### src/design/fpuOpsPkg.sv
//**************************************************************************
// Operation set of the RV32F unit and the instruction field values that the
// decoder matches against
//**************************************************************************
`default_nettype none

package fpuOpsPkg;

// Kept operations, OP_NONE covers everything else
typedef enum logic [3:0] {
        OP_NONE,
        OP_FSGNJ,
        OP_FSGNJN,
        OP_FSGNJX,
        OP_FMIN,
        OP_FMAX,
        OP_FEQ,
        OP_FLT,
        OP_FLE,
        OP_FCLASS,
        OP_FMVXW,
        OP_FMVWX,
        OP_FCVTSW,
        OP_FCVTSWU
} fpuOp_e;

localparam logic [6:0] OPCODE_OP_FP = 7'b1010011;
localparam logic [1:0] FMT_S        = 2'b00;

localparam logic [4:0] FUNCT5_SGNJ       = 5'b00100;
localparam logic [4:0] FUNCT5_MINMAX     = 5'b00101;
localparam logic [4:0] FUNCT5_CMP        = 5'b10100;
localparam logic [4:0] FUNCT5_CVTSW      = 5'b11010;
localparam logic [4:0] FUNCT5_MVXW_CLASS = 5'b11100;
localparam logic [4:0] FUNCT5_MVWX       = 5'b11110;

localparam logic [2:0] FUNCT3_SGNJ  = 3'b000;
localparam logic [2:0] FUNCT3_SGNJN = 3'b001;
localparam logic [2:0] FUNCT3_SGNJX = 3'b010;
localparam logic [2:0] FUNCT3_MIN   = 3'b000;
localparam logic [2:0] FUNCT3_MAX   = 3'b001;
localparam logic [2:0] FUNCT3_FLE   = 3'b000;
localparam logic [2:0] FUNCT3_FLT   = 3'b001;
localparam logic [2:0] FUNCT3_FEQ   = 3'b010;
localparam logic [2:0] FUNCT3_MV    = 3'b000;
localparam logic [2:0] FUNCT3_CLASS = 3'b001;

// rs2 field selects signed or unsigned source on conversions
localparam logic [4:0] RS2_W  = 5'd0;
localparam logic [4:0] RS2_WU = 5'd1;

endpackage

`default_nettype wire

### src/design/fpuDataPkg.sv
//**************************************************************************
// Single-precision number format, FCLASS encodings and the unpacked operand
// record shared by the classifier, comparator and result unit
//**************************************************************************
`default_nettype none

package fpuDataPkg;

localparam int EXP_W    = 8;
localparam int SIG_W    = 23;
localparam int EXP_BIAS = 127;

localparam logic [31:0] CANON_NAN = 32'h7FC00000;

// FCLASS mask, bit 0 is negative infinity
typedef logic [9:0] fclass_t;

localparam fclass_t CLASS_NEG_INF  = 10'b00_0000_0001;
localparam fclass_t CLASS_NEG_NORM = 10'b00_0000_0010;
localparam fclass_t CLASS_NEG_SUB  = 10'b00_0000_0100;
localparam fclass_t CLASS_NEG_ZERO = 10'b00_0000_1000;
localparam fclass_t CLASS_POS_ZERO = 10'b00_0001_0000;
localparam fclass_t CLASS_POS_SUB  = 10'b00_0010_0000;
localparam fclass_t CLASS_POS_NORM = 10'b00_0100_0000;
localparam fclass_t CLASS_POS_INF  = 10'b00_1000_0000;
localparam fclass_t CLASS_SNAN     = 10'b01_0000_0000;
localparam fclass_t CLASS_QNAN     = 10'b10_0000_0000;

localparam fclass_t CLASS_NAN_MASK  = CLASS_SNAN | CLASS_QNAN;
localparam fclass_t CLASS_ZERO_MASK = CLASS_NEG_ZERO | CLASS_POS_ZERO;

typedef struct packed {
        logic [31:0]      raw;
        logic             sign;
        logic [EXP_W-1:0] exp;
        logic [SIG_W:0]   sig;   // hidden bit on top
        fclass_t          cls;
} fOperand_t;

endpackage

`default_nettype wire

### src/design/FDecode.sv
//**************************************************************************
// RV32F instruction decoder, maps an instruction word onto one operation
//**************************************************************************
`default_nettype none

module FDecode (
        input  logic [31:0]       instr_i,
        output fpuOpsPkg::fpuOp_e op_o
);

import fpuOpsPkg::*;

logic [4:0] funct5;
logic [2:0] funct3;
logic [4:0] rs2Field;
logic       isOpFp;
logic [OP_FCVTSWU:OP_FSGNJ] hit;

assign funct5   = instr_i[31:27];
assign funct3   = instr_i[14:12];
assign rs2Field = instr_i[24:20];

// FMA group has its own opcodes and never gets past this
assign isOpFp = (instr_i[6:0] == OPCODE_OP_FP) && (instr_i[26:25] == FMT_S);

assign hit[OP_FSGNJ]   = isOpFp && (funct5 == FUNCT5_SGNJ) && (funct3 == FUNCT3_SGNJ);
assign hit[OP_FSGNJN]  = isOpFp && (funct5 == FUNCT5_SGNJ) && (funct3 == FUNCT3_SGNJN);
assign hit[OP_FSGNJX]  = isOpFp && (funct5 == FUNCT5_SGNJ) && (funct3 == FUNCT3_SGNJX);
assign hit[OP_FMIN]    = isOpFp && (funct5 == FUNCT5_MINMAX) && (funct3 == FUNCT3_MIN);
assign hit[OP_FMAX]    = isOpFp && (funct5 == FUNCT5_MINMAX) && (funct3 == FUNCT3_MAX);
assign hit[OP_FEQ]     = isOpFp && (funct5 == FUNCT5_CMP) && (funct3 == FUNCT3_FEQ);
assign hit[OP_FLT]     = isOpFp && (funct5 == FUNCT5_CMP) && (funct3 == FUNCT3_FLT);
assign hit[OP_FLE]     = isOpFp && (funct5 == FUNCT5_CMP) && (funct3 == FUNCT3_FLE);
assign hit[OP_FCLASS]  = isOpFp && (funct5 == FUNCT5_MVXW_CLASS) &&
                         (funct3 == FUNCT3_CLASS) && (rs2Field == RS2_W);
assign hit[OP_FMVXW]   = isOpFp && (funct5 == FUNCT5_MVXW_CLASS) &&
                         (funct3 == FUNCT3_MV) && (rs2Field == RS2_W);
assign hit[OP_FMVWX]   = isOpFp && (funct5 == FUNCT5_MVWX) &&
                         (funct3 == FUNCT3_MV) && (rs2Field == RS2_W);

// funct3 is the rounding mode here and is ignored
assign hit[OP_FCVTSW]  = isOpFp && (funct5 == FUNCT5_CVTSW) && (rs2Field == RS2_W);
assign hit[OP_FCVTSWU] = isOpFp && (funct5 == FUNCT5_CVTSW) && (rs2Field == RS2_WU);

always_comb begin
        op_o = OP_NONE;
        for (int i = OP_FSGNJ; i <= OP_FCVTSWU; i++) begin
                if (hit[i]) begin
                        op_o = fpuOp_e'(i);
                end
        end
end

// Match terms must exclude each other or the loop above picks silently
always_comb begin
        assert ($onehot0(hit))
                else $error("FDecode: overlapping match terms %b", hit);
end

endmodule

`default_nettype wire

### src/design/FClass.sv
//**************************************************************************
// Operand classifier, unpacks a register value into its fields and its
// one-hot FCLASS bit for the comparator and result unit
//**************************************************************************
`default_nettype none

module FClass (
        input  logic [31:0]           reg_i,
        output fpuDataPkg::fOperand_t operand_o
);

import fpuDataPkg::*;

logic             sign;
logic [EXP_W-1:0] expField;
logic [SIG_W-1:0] fracField;
logic             expZero;
logic             expOnes;
logic             fracZero;
fclass_t          cls;

assign sign      = reg_i[31];
assign expField  = reg_i[30:SIG_W];
assign fracField = reg_i[SIG_W-1:0];

assign expZero  = (expField == '0);
assign expOnes  = (expField == '1);
assign fracZero = (fracField == '0);

always_comb begin
        if (expOnes) begin
                if (fracZero) begin
                        cls = sign ? CLASS_NEG_INF : CLASS_POS_INF;
                end else begin
                        // Top fraction bit set means quiet
                        cls = fracField[SIG_W-1] ? CLASS_QNAN : CLASS_SNAN;
                end
        end else if (expZero) begin
                if (fracZero) begin
                        cls = sign ? CLASS_NEG_ZERO : CLASS_POS_ZERO;
                end else begin
                        cls = sign ? CLASS_NEG_SUB : CLASS_POS_SUB;
                end
        end else begin
                cls = sign ? CLASS_NEG_NORM : CLASS_POS_NORM;
        end
end

assign operand_o = '{
        raw:  reg_i,
        sign: sign,
        exp:  expField,
        sig:  {~expZero, fracField},
        cls:  cls
};

endmodule

`default_nettype wire

### src/design/FCMP.sv
//**************************************************************************
// IEEE comparator for two classified operands, output is {lt, le, eq}
//**************************************************************************
`default_nettype none

module FCMP (
        input  fpuDataPkg::fOperand_t rs1_i,
        input  fpuDataPkg::fOperand_t rs2_i,
        output logic [2:0]            cmp_o
);

import fpuDataPkg::*;

logic anyNan;
logic bothZero;
logic magLt;
logic magEq;
logic lt;
logic eq;

assign anyNan   = |((rs1_i.cls | rs2_i.cls) & CLASS_NAN_MASK);
assign bothZero = |(rs1_i.cls & CLASS_ZERO_MASK) && |(rs2_i.cls & CLASS_ZERO_MASK);

// Hidden bit follows the exponent, so this orders magnitudes
assign magLt = {rs1_i.exp, rs1_i.sig} < {rs2_i.exp, rs2_i.sig};
assign magEq = {rs1_i.exp, rs1_i.sig} == {rs2_i.exp, rs2_i.sig};

assign eq = bothZero || ((rs1_i.sign == rs2_i.sign) && magEq);

always_comb begin
        if (bothZero) begin
                lt = 1'b0;
        end else if (rs1_i.sign != rs2_i.sign) begin
                lt = rs1_i.sign;
        end else if (rs1_i.sign) begin
                // Both negative, larger magnitude is smaller
                lt = !magLt && !magEq;
        end else begin
                lt = magLt;
        end
end

assign cmp_o = anyNan ? 3'b000 : {lt, lt | eq, eq};

endmodule

`default_nettype wire

### src/design/FCVT.sv
//**************************************************************************
// Sequential integer to float converter, one bit of normalization per cycle
// then round to nearest even, busy_o stays high until the result is packed
//**************************************************************************
`default_nettype none

module FCVT (
        input  logic              clk_i,
        input  logic              reset_i,
        input  logic              enable_i,
        input  fpuOpsPkg::fpuOp_e op_i,
        input  logic [31:0]       int_i,
        output logic              busy_o,
        output logic [31:0]       result_o
);

import fpuOpsPkg::*;
import fpuDataPkg::*;

typedef enum logic [2:0] {
        IDLE,
        ABS,
        NORM,
        ROUND,
        DONE
} cvtState_e;

cvtState_e        state;
fpuOp_e           opReg;
logic             isCvt;
logic             negIn;
logic [31:0]      absVal;
logic             signReg;
logic [31:0]      mag;
logic [EXP_W-1:0] expReg;
logic             roundUp;
logic [SIG_W+1:0] rounded;

assign isCvt  = (op_i == OP_FCVTSW) || (op_i == OP_FCVTSWU);
assign busy_o = (state == IDLE) ? (enable_i && isCvt) : (state != DONE);

assign negIn  = (opReg == OP_FCVTSW) && mag[31];
assign absVal = negIn ? -mag : mag;

// Guard is mag[7], sticky the bits below, lsb mag[8]
assign roundUp = mag[7] && ((|mag[6:0]) || mag[8]);
assign rounded = {1'b0, mag[31:8]} + {{(SIG_W+1){1'b0}}, roundUp};

always_ff @(posedge clk_i) begin
        if (reset_i) begin
                state <= IDLE;
                opReg <= OP_NONE;
        end else begin
                case (state)
                        IDLE: if (enable_i && isCvt) begin
                                opReg <= op_i;
                                state <= (int_i == 32'b0) ? DONE : ABS;
                        end
                        ABS:   state <= absVal[31] ? ROUND : NORM;
                        NORM:  state <= mag[30] ? ROUND : NORM;
                        ROUND: state <= DONE;
                        // Hold the result until the core moves on
                        DONE: if (!enable_i || (op_i != opReg)) begin
                                state <= IDLE;
                        end
                        default: state <= IDLE;
                endcase
        end
end

always_ff @(posedge clk_i) begin
        case (state)
                IDLE: begin
                        mag      <= int_i;
                        result_o <= 32'b0;
                end
                ABS: begin
                        signReg <= negIn;
                        mag     <= absVal;
                        expReg  <= EXP_W'(EXP_BIAS + 31);
                end
                NORM: begin
                        mag    <= mag << 1;
                        expReg <= expReg - 1'b1;
                end
                // A carry out leaves the fraction zero and bumps the exponent
                ROUND: result_o <= {signReg, expReg + rounded[SIG_W+1], rounded[SIG_W-1:0]};
                default: ;
        endcase
end

busyOnlyOnConvert: assert property (@(posedge clk_i) disable iff (reset_i)
        busy_o |-> (isCvt && enable_i))
        else $error("FCVT: busy_o high without a convert op");

endmodule

`default_nettype wire

### src/design/FResult.sv
//**************************************************************************
// Result unit, forms sign injection, min/max, compare, class, move and
// conversion results and selects one by the decoded operation
//**************************************************************************
`default_nettype none

module FResult (
        input  fpuOpsPkg::fpuOp_e     op_i,
        input  fpuDataPkg::fOperand_t opA_i,
        input  fpuDataPkg::fOperand_t opB_i,
        input  logic [2:0]            cmp_i,
        input  logic [31:0]           cvt_i,
        output logic [31:0]           result_o
);

import fpuOpsPkg::*;
import fpuDataPkg::*;

logic        aNan;
logic        bNan;
logic        aLess;
logic [31:0] minMax;

assign aNan = |(opA_i.cls & CLASS_NAN_MASK);
assign bNan = |(opB_i.cls & CLASS_NAN_MASK);

// -0 orders below +0 for min and max
assign aLess = cmp_i[2] || (cmp_i[0] && opA_i.sign && !opB_i.sign);

always_comb begin
        if (aNan && bNan) begin
                minMax = CANON_NAN;
        end else if (aNan) begin
                minMax = opB_i.raw;
        end else if (bNan) begin
                minMax = opA_i.raw;
        end else if (aLess ^ (op_i == OP_FMAX)) begin
                minMax = opA_i.raw;
        end else begin
                minMax = opB_i.raw;
        end
end

always_comb begin
        case (op_i)
                OP_FSGNJ:              result_o = {opB_i.sign, opA_i.raw[30:0]};
                OP_FSGNJN:             result_o = {~opB_i.sign, opA_i.raw[30:0]};
                OP_FSGNJX:             result_o = {opA_i.sign ^ opB_i.sign, opA_i.raw[30:0]};
                OP_FMIN, OP_FMAX:      result_o = minMax;
                OP_FEQ:                result_o = {31'b0, cmp_i[0]};
                OP_FLE:                result_o = {31'b0, cmp_i[1]};
                OP_FLT:                result_o = {31'b0, cmp_i[2]};
                OP_FCLASS:             result_o = {22'b0, opA_i.cls};
                OP_FMVXW, OP_FMVWX:    result_o = opA_i.raw;
                OP_FCVTSW, OP_FCVTSWU: result_o = cvt_i;
                default:               result_o = 32'b0;
        endcase
end

endmodule

`default_nettype wire

### src/design/FPU.sv
//**************************************************************************
// Single-precision FPU top for an RV32F core, combinational except for
// integer conversion which raises busy_o while it runs
//**************************************************************************
`default_nettype none

module FPU (
        input  logic        clk_i,
        input  logic        reset_i,

        input  logic        fpuEnable_i,
        input  logic [31:0] instr_i,
        input  logic [31:0] rs1_i,
        input  logic [31:0] rs2_i,

        output logic        busy_o,
        output logic [31:0] fpuOut_o
);

import fpuOpsPkg::*;
import fpuDataPkg::*;

fpuOp_e      op;
fOperand_t   opA;
fOperand_t   opB;
logic [2:0]  cmp;   // {lt, le, eq}
logic [31:0] cvtResult;
logic        cvtBusy;

FDecode decode (.instr_i(instr_i), .op_o(op));

// Operand unpacking
FClass class1 (.reg_i(rs1_i), .operand_o(opA));
FClass class2 (.reg_i(rs2_i), .operand_o(opB));

FCMP fcmp (.rs1_i(opA), .rs2_i(opB), .cmp_o(cmp));

FCVT fcvt (
        .clk_i(clk_i),
        .reset_i(reset_i),
        .enable_i(fpuEnable_i),
        .op_i(op),
        .int_i(rs1_i),
        .busy_o(cvtBusy),
        .result_o(cvtResult)
);

FResult result (
        .op_i(op),
        .opA_i(opA),
        .opB_i(opB),
        .cmp_i(cmp),
        .cvt_i(cvtResult),
        .result_o(fpuOut_o)
);

assign busy_o = cvtBusy;

endmodule

`default_nettype wire

### config.mk
export PLATFORM = sky130hd
export DESIGN_NAME = FPU
export DESIGN_NICKNAME = d
export VERILOG_FILES = /design/src/design/fpuOpsPkg.sv /design/src/design/fpuDataPkg.sv /design/src/design/FDecode.sv /design/src/design/FClass.sv /design/src/design/FCMP.sv /design/src/design/FCVT.sv /design/src/design/FResult.sv /design/src/design/FPU.sv
export SDC_FILE = /design/constraint.sdc
export NUM_CORES = 1
export LEC_CHECK = 0
export BUFFER_PORTS_ARGS = -buffer_cell sky130_fd_sc_hd__buf_2
export CAP_MARGIN = 15
export CORE_AREA = 2 2 97 145
export CTS_CLUSTER_SIZE = 16
export DETAILED_ROUTE_END_ITERATION = 7
export DIE_AREA = 0 0 99 147
export PLACE_DENSITY = 0.74
export SLEW_MARGIN = 30
export SYNTH_ARGS = -nofsm -noshare
export SYNTH_HDL_FRONTEND = slang
export SYNTH_SLANG_ARGS = --single-unit
### constraint.sdc
create_clock -name clk_i -period 4.87 [get_ports clk_i]
set_input_delay 0.7305 -clock clk_i [delete_from_list [all_inputs] [get_ports clk_i]]
set_output_delay 0.7305 -clock clk_i [all_outputs]
set_load 0.01 [all_outputs]
==> results.cfg, run 1 <==
[run_status]
outcome = complete, but fails checks
violations = setup timing

[pwr]
power_frac_comb_pct = 13.4
clock_power_share_pct = 44.9
powerDensity_nw_per_um2 = 223
leakagePower_nw = 3.66
vdd_drop_max_uv = 202
p_int_mw = 1.43
p_seq_share_pct = 41.7
p_sw_mw = 0.457
switching_share_pct = 24.3

[clock_network]
clk_latency_ps = 350
postCtsHoldBufs = 0
tritoncts = built
path_clk_slew_ps = 60
ctsLongestPathBuffers = 2
cts_htree_levels = 3
clock_sinks = 80
cts_made_buffers = 9
clockRootBuffer = clkbuf_16

[logic_synthesis]
synth_area_um2 = 6640
yosys_warnings = 0
synth-edff-count = 73
yosysSeqAreaShare_pct = 35.1
async_flop_share_pct = 0
syn_nets = 908
synth_area_per_cell_um2 = 8.60
yosys_register_bits = 80
ys.flop_type = edfxtp_1
synth.distinct_cells = 63
syn_inst = 772

[sta]
timing.final.hold_violations = 0
period_minus_slack_ps = 4890
fin_ws_ps = -16.0
finalSetupTns_ps = -16.0
relSlewSlack_pct = 36.1
holdWs_ps = 513
worst_pin_slew_ps = 958
fmax_mhz = 205
fin_crit_sh_pct = 100
setup_violations = 1
rsz0062_at_grt = yes
slew_violations = 0
fin_skew_ps = 8.11

[finish]
fin_util_pct = 63.3
fillers = 1145
nets = 1058
drive_above_1_share_pct = 26.2
multi_input_comb_area_um2 = 4230
seqCellArea_um2 = 2330
layoutNonFillerInstCount = 1089
area_growth_pct = 27.2
diodes = 0

[setup_path]
crit_fanout = 7
reg2reg_to = fcvt.mag[28]
cp_data_arrival_time_ps = 4160
r2r_cells = 9
crit_type = input pin to output pin
startpoint_type = input pin
required_ps = 4140
r2r_setup_slack_ps = 1250
startpoint = rs2_i[27]
r2r-start = fcvt.mag[2]
cp-end-kind = output pin

[global_route]
antenna_found_initial = 0
grtUsageMet2_pct = 50.8
grt_use_met3_pct = 4.09
grt_first_pass_wirelength_um = 33900
grt.total_usage_pct = 29.5
grt-busiest-layer = met2
grt.overflow.total = 0
grt_max_degree = 36
grtUsageMet1_pct = 35.5
grt_pass1_vias = 6483

[die]
start_util_pct = 49.8
dieArea_um2 = 14600
die_h_um = 147
die_w_um = 99
pin_count = 132
coreArea_um2 = 13300
fp-row-count = 52

[flow_run]
maxCapViolations = 0

[placed_design]
dp_hpwl_um = 15500
gp_congestion = 0.892
dp.cells = 1060
portBuffers = 121
post-place-ws_ps = -288

[detailed_routing]
drt_iter0_drc = 621
via_per_inst = 6.32
final_antenna_net_count = 0
vias = 6881
drc_errors = 0
drt_pass1_iterations = 5
wire_per_inst_um = 20.5
wirelength_um = 22300

[min_path]
holdPathStages = 1
min_from = fcvt.opReg[1]
min_path_type = flip-flop to flip-flop
min_to = fcvt.opReg[1]
[logic make-up after synthesis]
logic type / count (synthesis) / share of synthesized area [%]
AOI/OAI and AO/OA: 182 / 18.8
xor gates and xnor gates: 62 / 8.18
adders and majority gates: 37 / 6.97
buffers and inverters: 90 / 5.52
DFF: 80 / 35.1
muxes: 3 / 0.471
and+or+nand+nor: 318 / 25.0
[worst max-delay path: stages]
cell	delay (ps)
buf_6	90
or4_4	540
or4_4	550
or4_4	450
nand3_4	140
nor2_4	40
mux2_4	290
a211oi_4	280
a21o_4	240
buf_12	120
nand2_8	80
a221o_2	460
buf_6	120
[power by group through the flow]
stage	Clock [mW]	Combinational, mW	Sequential, mW
floorplan	0	0.121	0.782
global placement	0	0.217	0.797
detailed placement	0	0.222	0.798
CTS	0.843	0.231	0.783
global route	0.873	0.276	0.787
finish	0.844	0.253	0.784
[worst max path at each step]
stage / to / slack, ps / depth (start not counted)
after CTS: fpuOut_o[7] / 10 / 19
after global placement: fpuOut_o[22] / -250 / 18
after detailed placement: fpuOut_o[22] / -290 / 18
after global routing: fpuOut_o[15] / -60 / 18
final: fpuOut_o[30] / -20 / 13
after floorplan: fpuOut_o[14] / 150 / 14
[cell usage in the layout (no fill, tap or decap), types with 28 or more instances in the layout]
cell	instances
xnor2_1	30
a21oi_1	28
edfxtp_1	73
nor2_1	77
nand2_1	61
ha_1	36
o21ai_0	53
buf_4	49
a22oi_1	30
xor2_1	32
buf_2	114
inv_1	49
[state kept, by name, indices dropped and copies added, names as in the netlist]
name,flops
fcvt.result_o,32
fcvt.mag,32
fcvt.state,3
fcvt.signReg,1
fcvt.opReg,4
fcvt.expReg,8
[synth_stat cells (all sizes together) (19+ instances only)]
cell type | n | area (µm²)
a21oi | 31 | 155
a221o | 29 | 297
a22oi | 31 | 233
and2 | 25 | 158
clkbuf | 33 | 124
edfxtp | 73 | 2190
ha | 37 | 463
inv | 50 | 188
nand2 | 64 | 248
nand3 | 22 | 115
nand4 | 19 | 119
nor2 | 83 | 314
nor3 | 19 | 95.1
o21ai | 58 | 290
xnor2 | 30 | 263
xor2 | 32 | 280
[metal layers]
layer / share of wire (%) / vias up
met5: 0 / -
met4: 5.5 / 0
met3: 7.6 / 90
met2: 50 / 364
met1: 37 / 3261
li1: - / 3166
[through the flow]
step                      total power, mW  area [µm²]
after detailed placement             1.02        7640
final                                1.88        8450
after floorplan                     0.902        6640
after global routing                 1.94        8450
after CTS                            1.86        8180
after global placement               1.01        7640
[cell type report]
class	instances	share of cell area, %
clock buffer	9	2.67
timing repair buffer	176	13.4
multi-input combinational	605	50.0
inverter	50	2.22
sequential	80	27.6
tap	162	2.40
clock inverter	7	1.67
[repair_timing]
item,in CTS,in global routing
gates resized for setup,22,37
setup endpoints to repair,32,32
gates cloned,3,2
pin swaps,23,29
buffers inserted,1,8
No activity file was read; power rests on OpenSTA's default activity.
==> inputs of run 2 (changes only) <==
- CORE_AREA: 2 2 97 145 -> 2 2 105 158
- DIE_AREA: 0 0 99 147 -> 0 0 107 160
- PLACE_DENSITY: 0.74 -> 0.75
- SYNTH_HIERARCHICAL: unset -> 1
==> run 2 against run 1 <==
The flow still finishes with violations (setup timing). Setup slack lost 41 ps. Synthesized cell count grew 20%. Worst hold slack is essentially flat. Power grew 20%. Cell count grew 6.1%. Register-to-register slack gained 570 ps. Global-route usage shrank 3.2 points. Critical endpoint is now fpuOut_o[7]. Largest cell class unchanged. Highest routed layer unchanged.
==> results.cfg, run 2 <==
[run_status]
outcome = complete, but fails checks
violations = setup timing

[finish]
fin_util_pct = 55.1
reg_top3 = fcvt/mag (32), fcvt/result_o (32), fcvt/expReg (8)
area_growth_pct = 7.57
drive_above_1_share_pct = 27.1
layout_commonest_cell = buf_2
diodes = 0
final_cell_mix = buf_2, edfxtp_1, nor2_1
nets = 1080
fillers = 1433

[sta]
timing.final.hold_violations = 0
fin_ws_ps = -57.2
period_minus_slack_ps = 4930
fmax_mhz = 203
fin_skew_ps = 6.64
fin_crit_sh_pct = 101
setup_violations = 12
relSlewSlack_pct = 27.5
slew_violations = 0
worst_pin_slew_ps = 1080
rsz0062_at_grt = yes
finalSetupTns_ps = -228

[setup_path]
required_ps = 4140
cp_data_arrival_time_ps = 4200
crit_fanout = 6
r2r_cells = 10
startpoint_type = input pin
cp-end-kind = output pin
crit_type = input pin to output pin

[logic_synthesis]
synth_area_per_cell_um2 = 8.79
synth_area_um2 = 8140
yosys_warnings = 6
syn_nets = 1062
syn_inst = 926

[placed_design]
dp_hpwl_um = 17100
gp_congestion = 0.955
portBuffers = 121
post-place-ws_ps = -149

[die]
coreArea_um2 = 15900
start_util_pct = 51.2
die_h_um = 160
pin_count = 132
fp-row-count = 57
dieArea_um2 = 17100
die_w_um = 107

[detailed_routing]
via_per_inst = 6.18
wirelength_um = 22700
wire_per_inst_um = 19.6
drt_pass1_iterations = 7
drc_errors = 0
drt_iter0_drc = 690
final_antenna_net_count = 0
vias = 7139

[clock_network]
ctsLongestPathBuffers = 2
cts_made_buffers = 9
clk_latency_ps = 340
tritoncts = built
path_clk_slew_ps = 60
clockRootBuffer = clkbuf_16
clock_sinks = 80
postCtsHoldBufs = 0
cts_htree_levels = 3

[pwr]
power_frac_comb_pct = 22.4
vdd_drop_max_uv = 162
powerDensity_nw_per_um2 = 258
p_sw_mw = 0.701
switching_share_pct = 31.0
clock_power_share_pct = 31.6
p_int_mw = 1.56
p_seq_share_pct = 46.0
leakagePower_nw = 3.66

[global_route]
grt.overflow.total = 0
grt_pass1_vias = 6789
grt_max_degree = 36
antenna_found_initial = 0
grt.total_usage_pct = 26.4
grt_first_pass_wirelength_um = 35200

[min_path]
min_path_type = flip-flop to flip-flop
holdPathStages = 2

[flow_run]
maxCapViolations = 0
[run 2: routing by layer]
metal  global-route usage [%]  vias up  share of wire (%)
met3                     4.65       82                7.4
met2                     46.9      344                 51
li1                         -     3350                  -
met1                     29.5     3363                 36
met5                        0        -                  0
met4                     13.9        0                5.0
[run 2: timing repair]
action,4_1_cts,5_1_grt
setup buffers,2,2
endpoints found under the setup margin,32,32
gates cloned,2,1
gates resized for setup,18,13
pin swaps,6,6
[run 2: power by group through the flow]
| stage | clock (mW) | combinational, mW | sequential (mW) |
|---|---|---|---|
| finish | 0.713 | 0.507 | 1.04 |
| global route | 0.751 | 0.558 | 1.06 |
| CTS | 0.721 | 0.497 | 1.03 |
| detailed placement | 0 | 0.485 | 1.05 |
| global placement | 0 | 0.474 | 1.04 |
| floorplan | 0 | 0.444 | 0.953 |
[run 2: cell type report]
cell class                      count  area, µm²  share of cell area (%)
Clock inverter                      6       83.8                   0.957
Timing Repair Buffer              183       1110                    12.7
Inverter                           49        184                    2.10
Clock buffer                       10        229                    2.61
Multi-Input combinational cell    621       4560                    52.0
Sequential cell                    80       2330                    26.6
Tap cell                          206        258                    2.94
[run 2: path summary, 6_finish.rpt]
check                startpoint                 to  slack, ps
setup / recovery       rs1_i[7]        fpuOut_o[7]        -60
hold / removal    fcvt/opReg[2]      fcvt/opReg[2]        510
setup reg to reg   fcvt/mag[17]  fcvt/result_o[29]       1820
hold reg to reg   fcvt/opReg[2]      fcvt/opReg[2]        510
[run 2: critical path, stage by stage]
cell and delay (ps):
buf_2 120, ha_1 320, a21oi_1 170, o21ai_0 140
a221oi_2 310, o211ai_2 190, a21oi_2 200, buf_4 130
o21ai_1 50, and4bb_1 210, or2_1 220, or4_1 400
and3_4 200, or2_4 310, a221o_1 340, buf_2 140
[run 2: stage by stage]
stage | hold WS, ps | area [µm²] | cells | total power [mW]
2_1_floorplan | 475 | 8140 | 926 | 1.40
3_3_place_gp | 499 | 8270 | 1132 | 1.52
3_5_place_dp | 510 | 8270 | 1132 | 1.53
4_1_cts | 520 | 8690 | 1152 | 2.25
5_1_grt | 534 | 8760 | 1155 | 2.36
6_report | 514 | 8760 | 1155 | 2.26
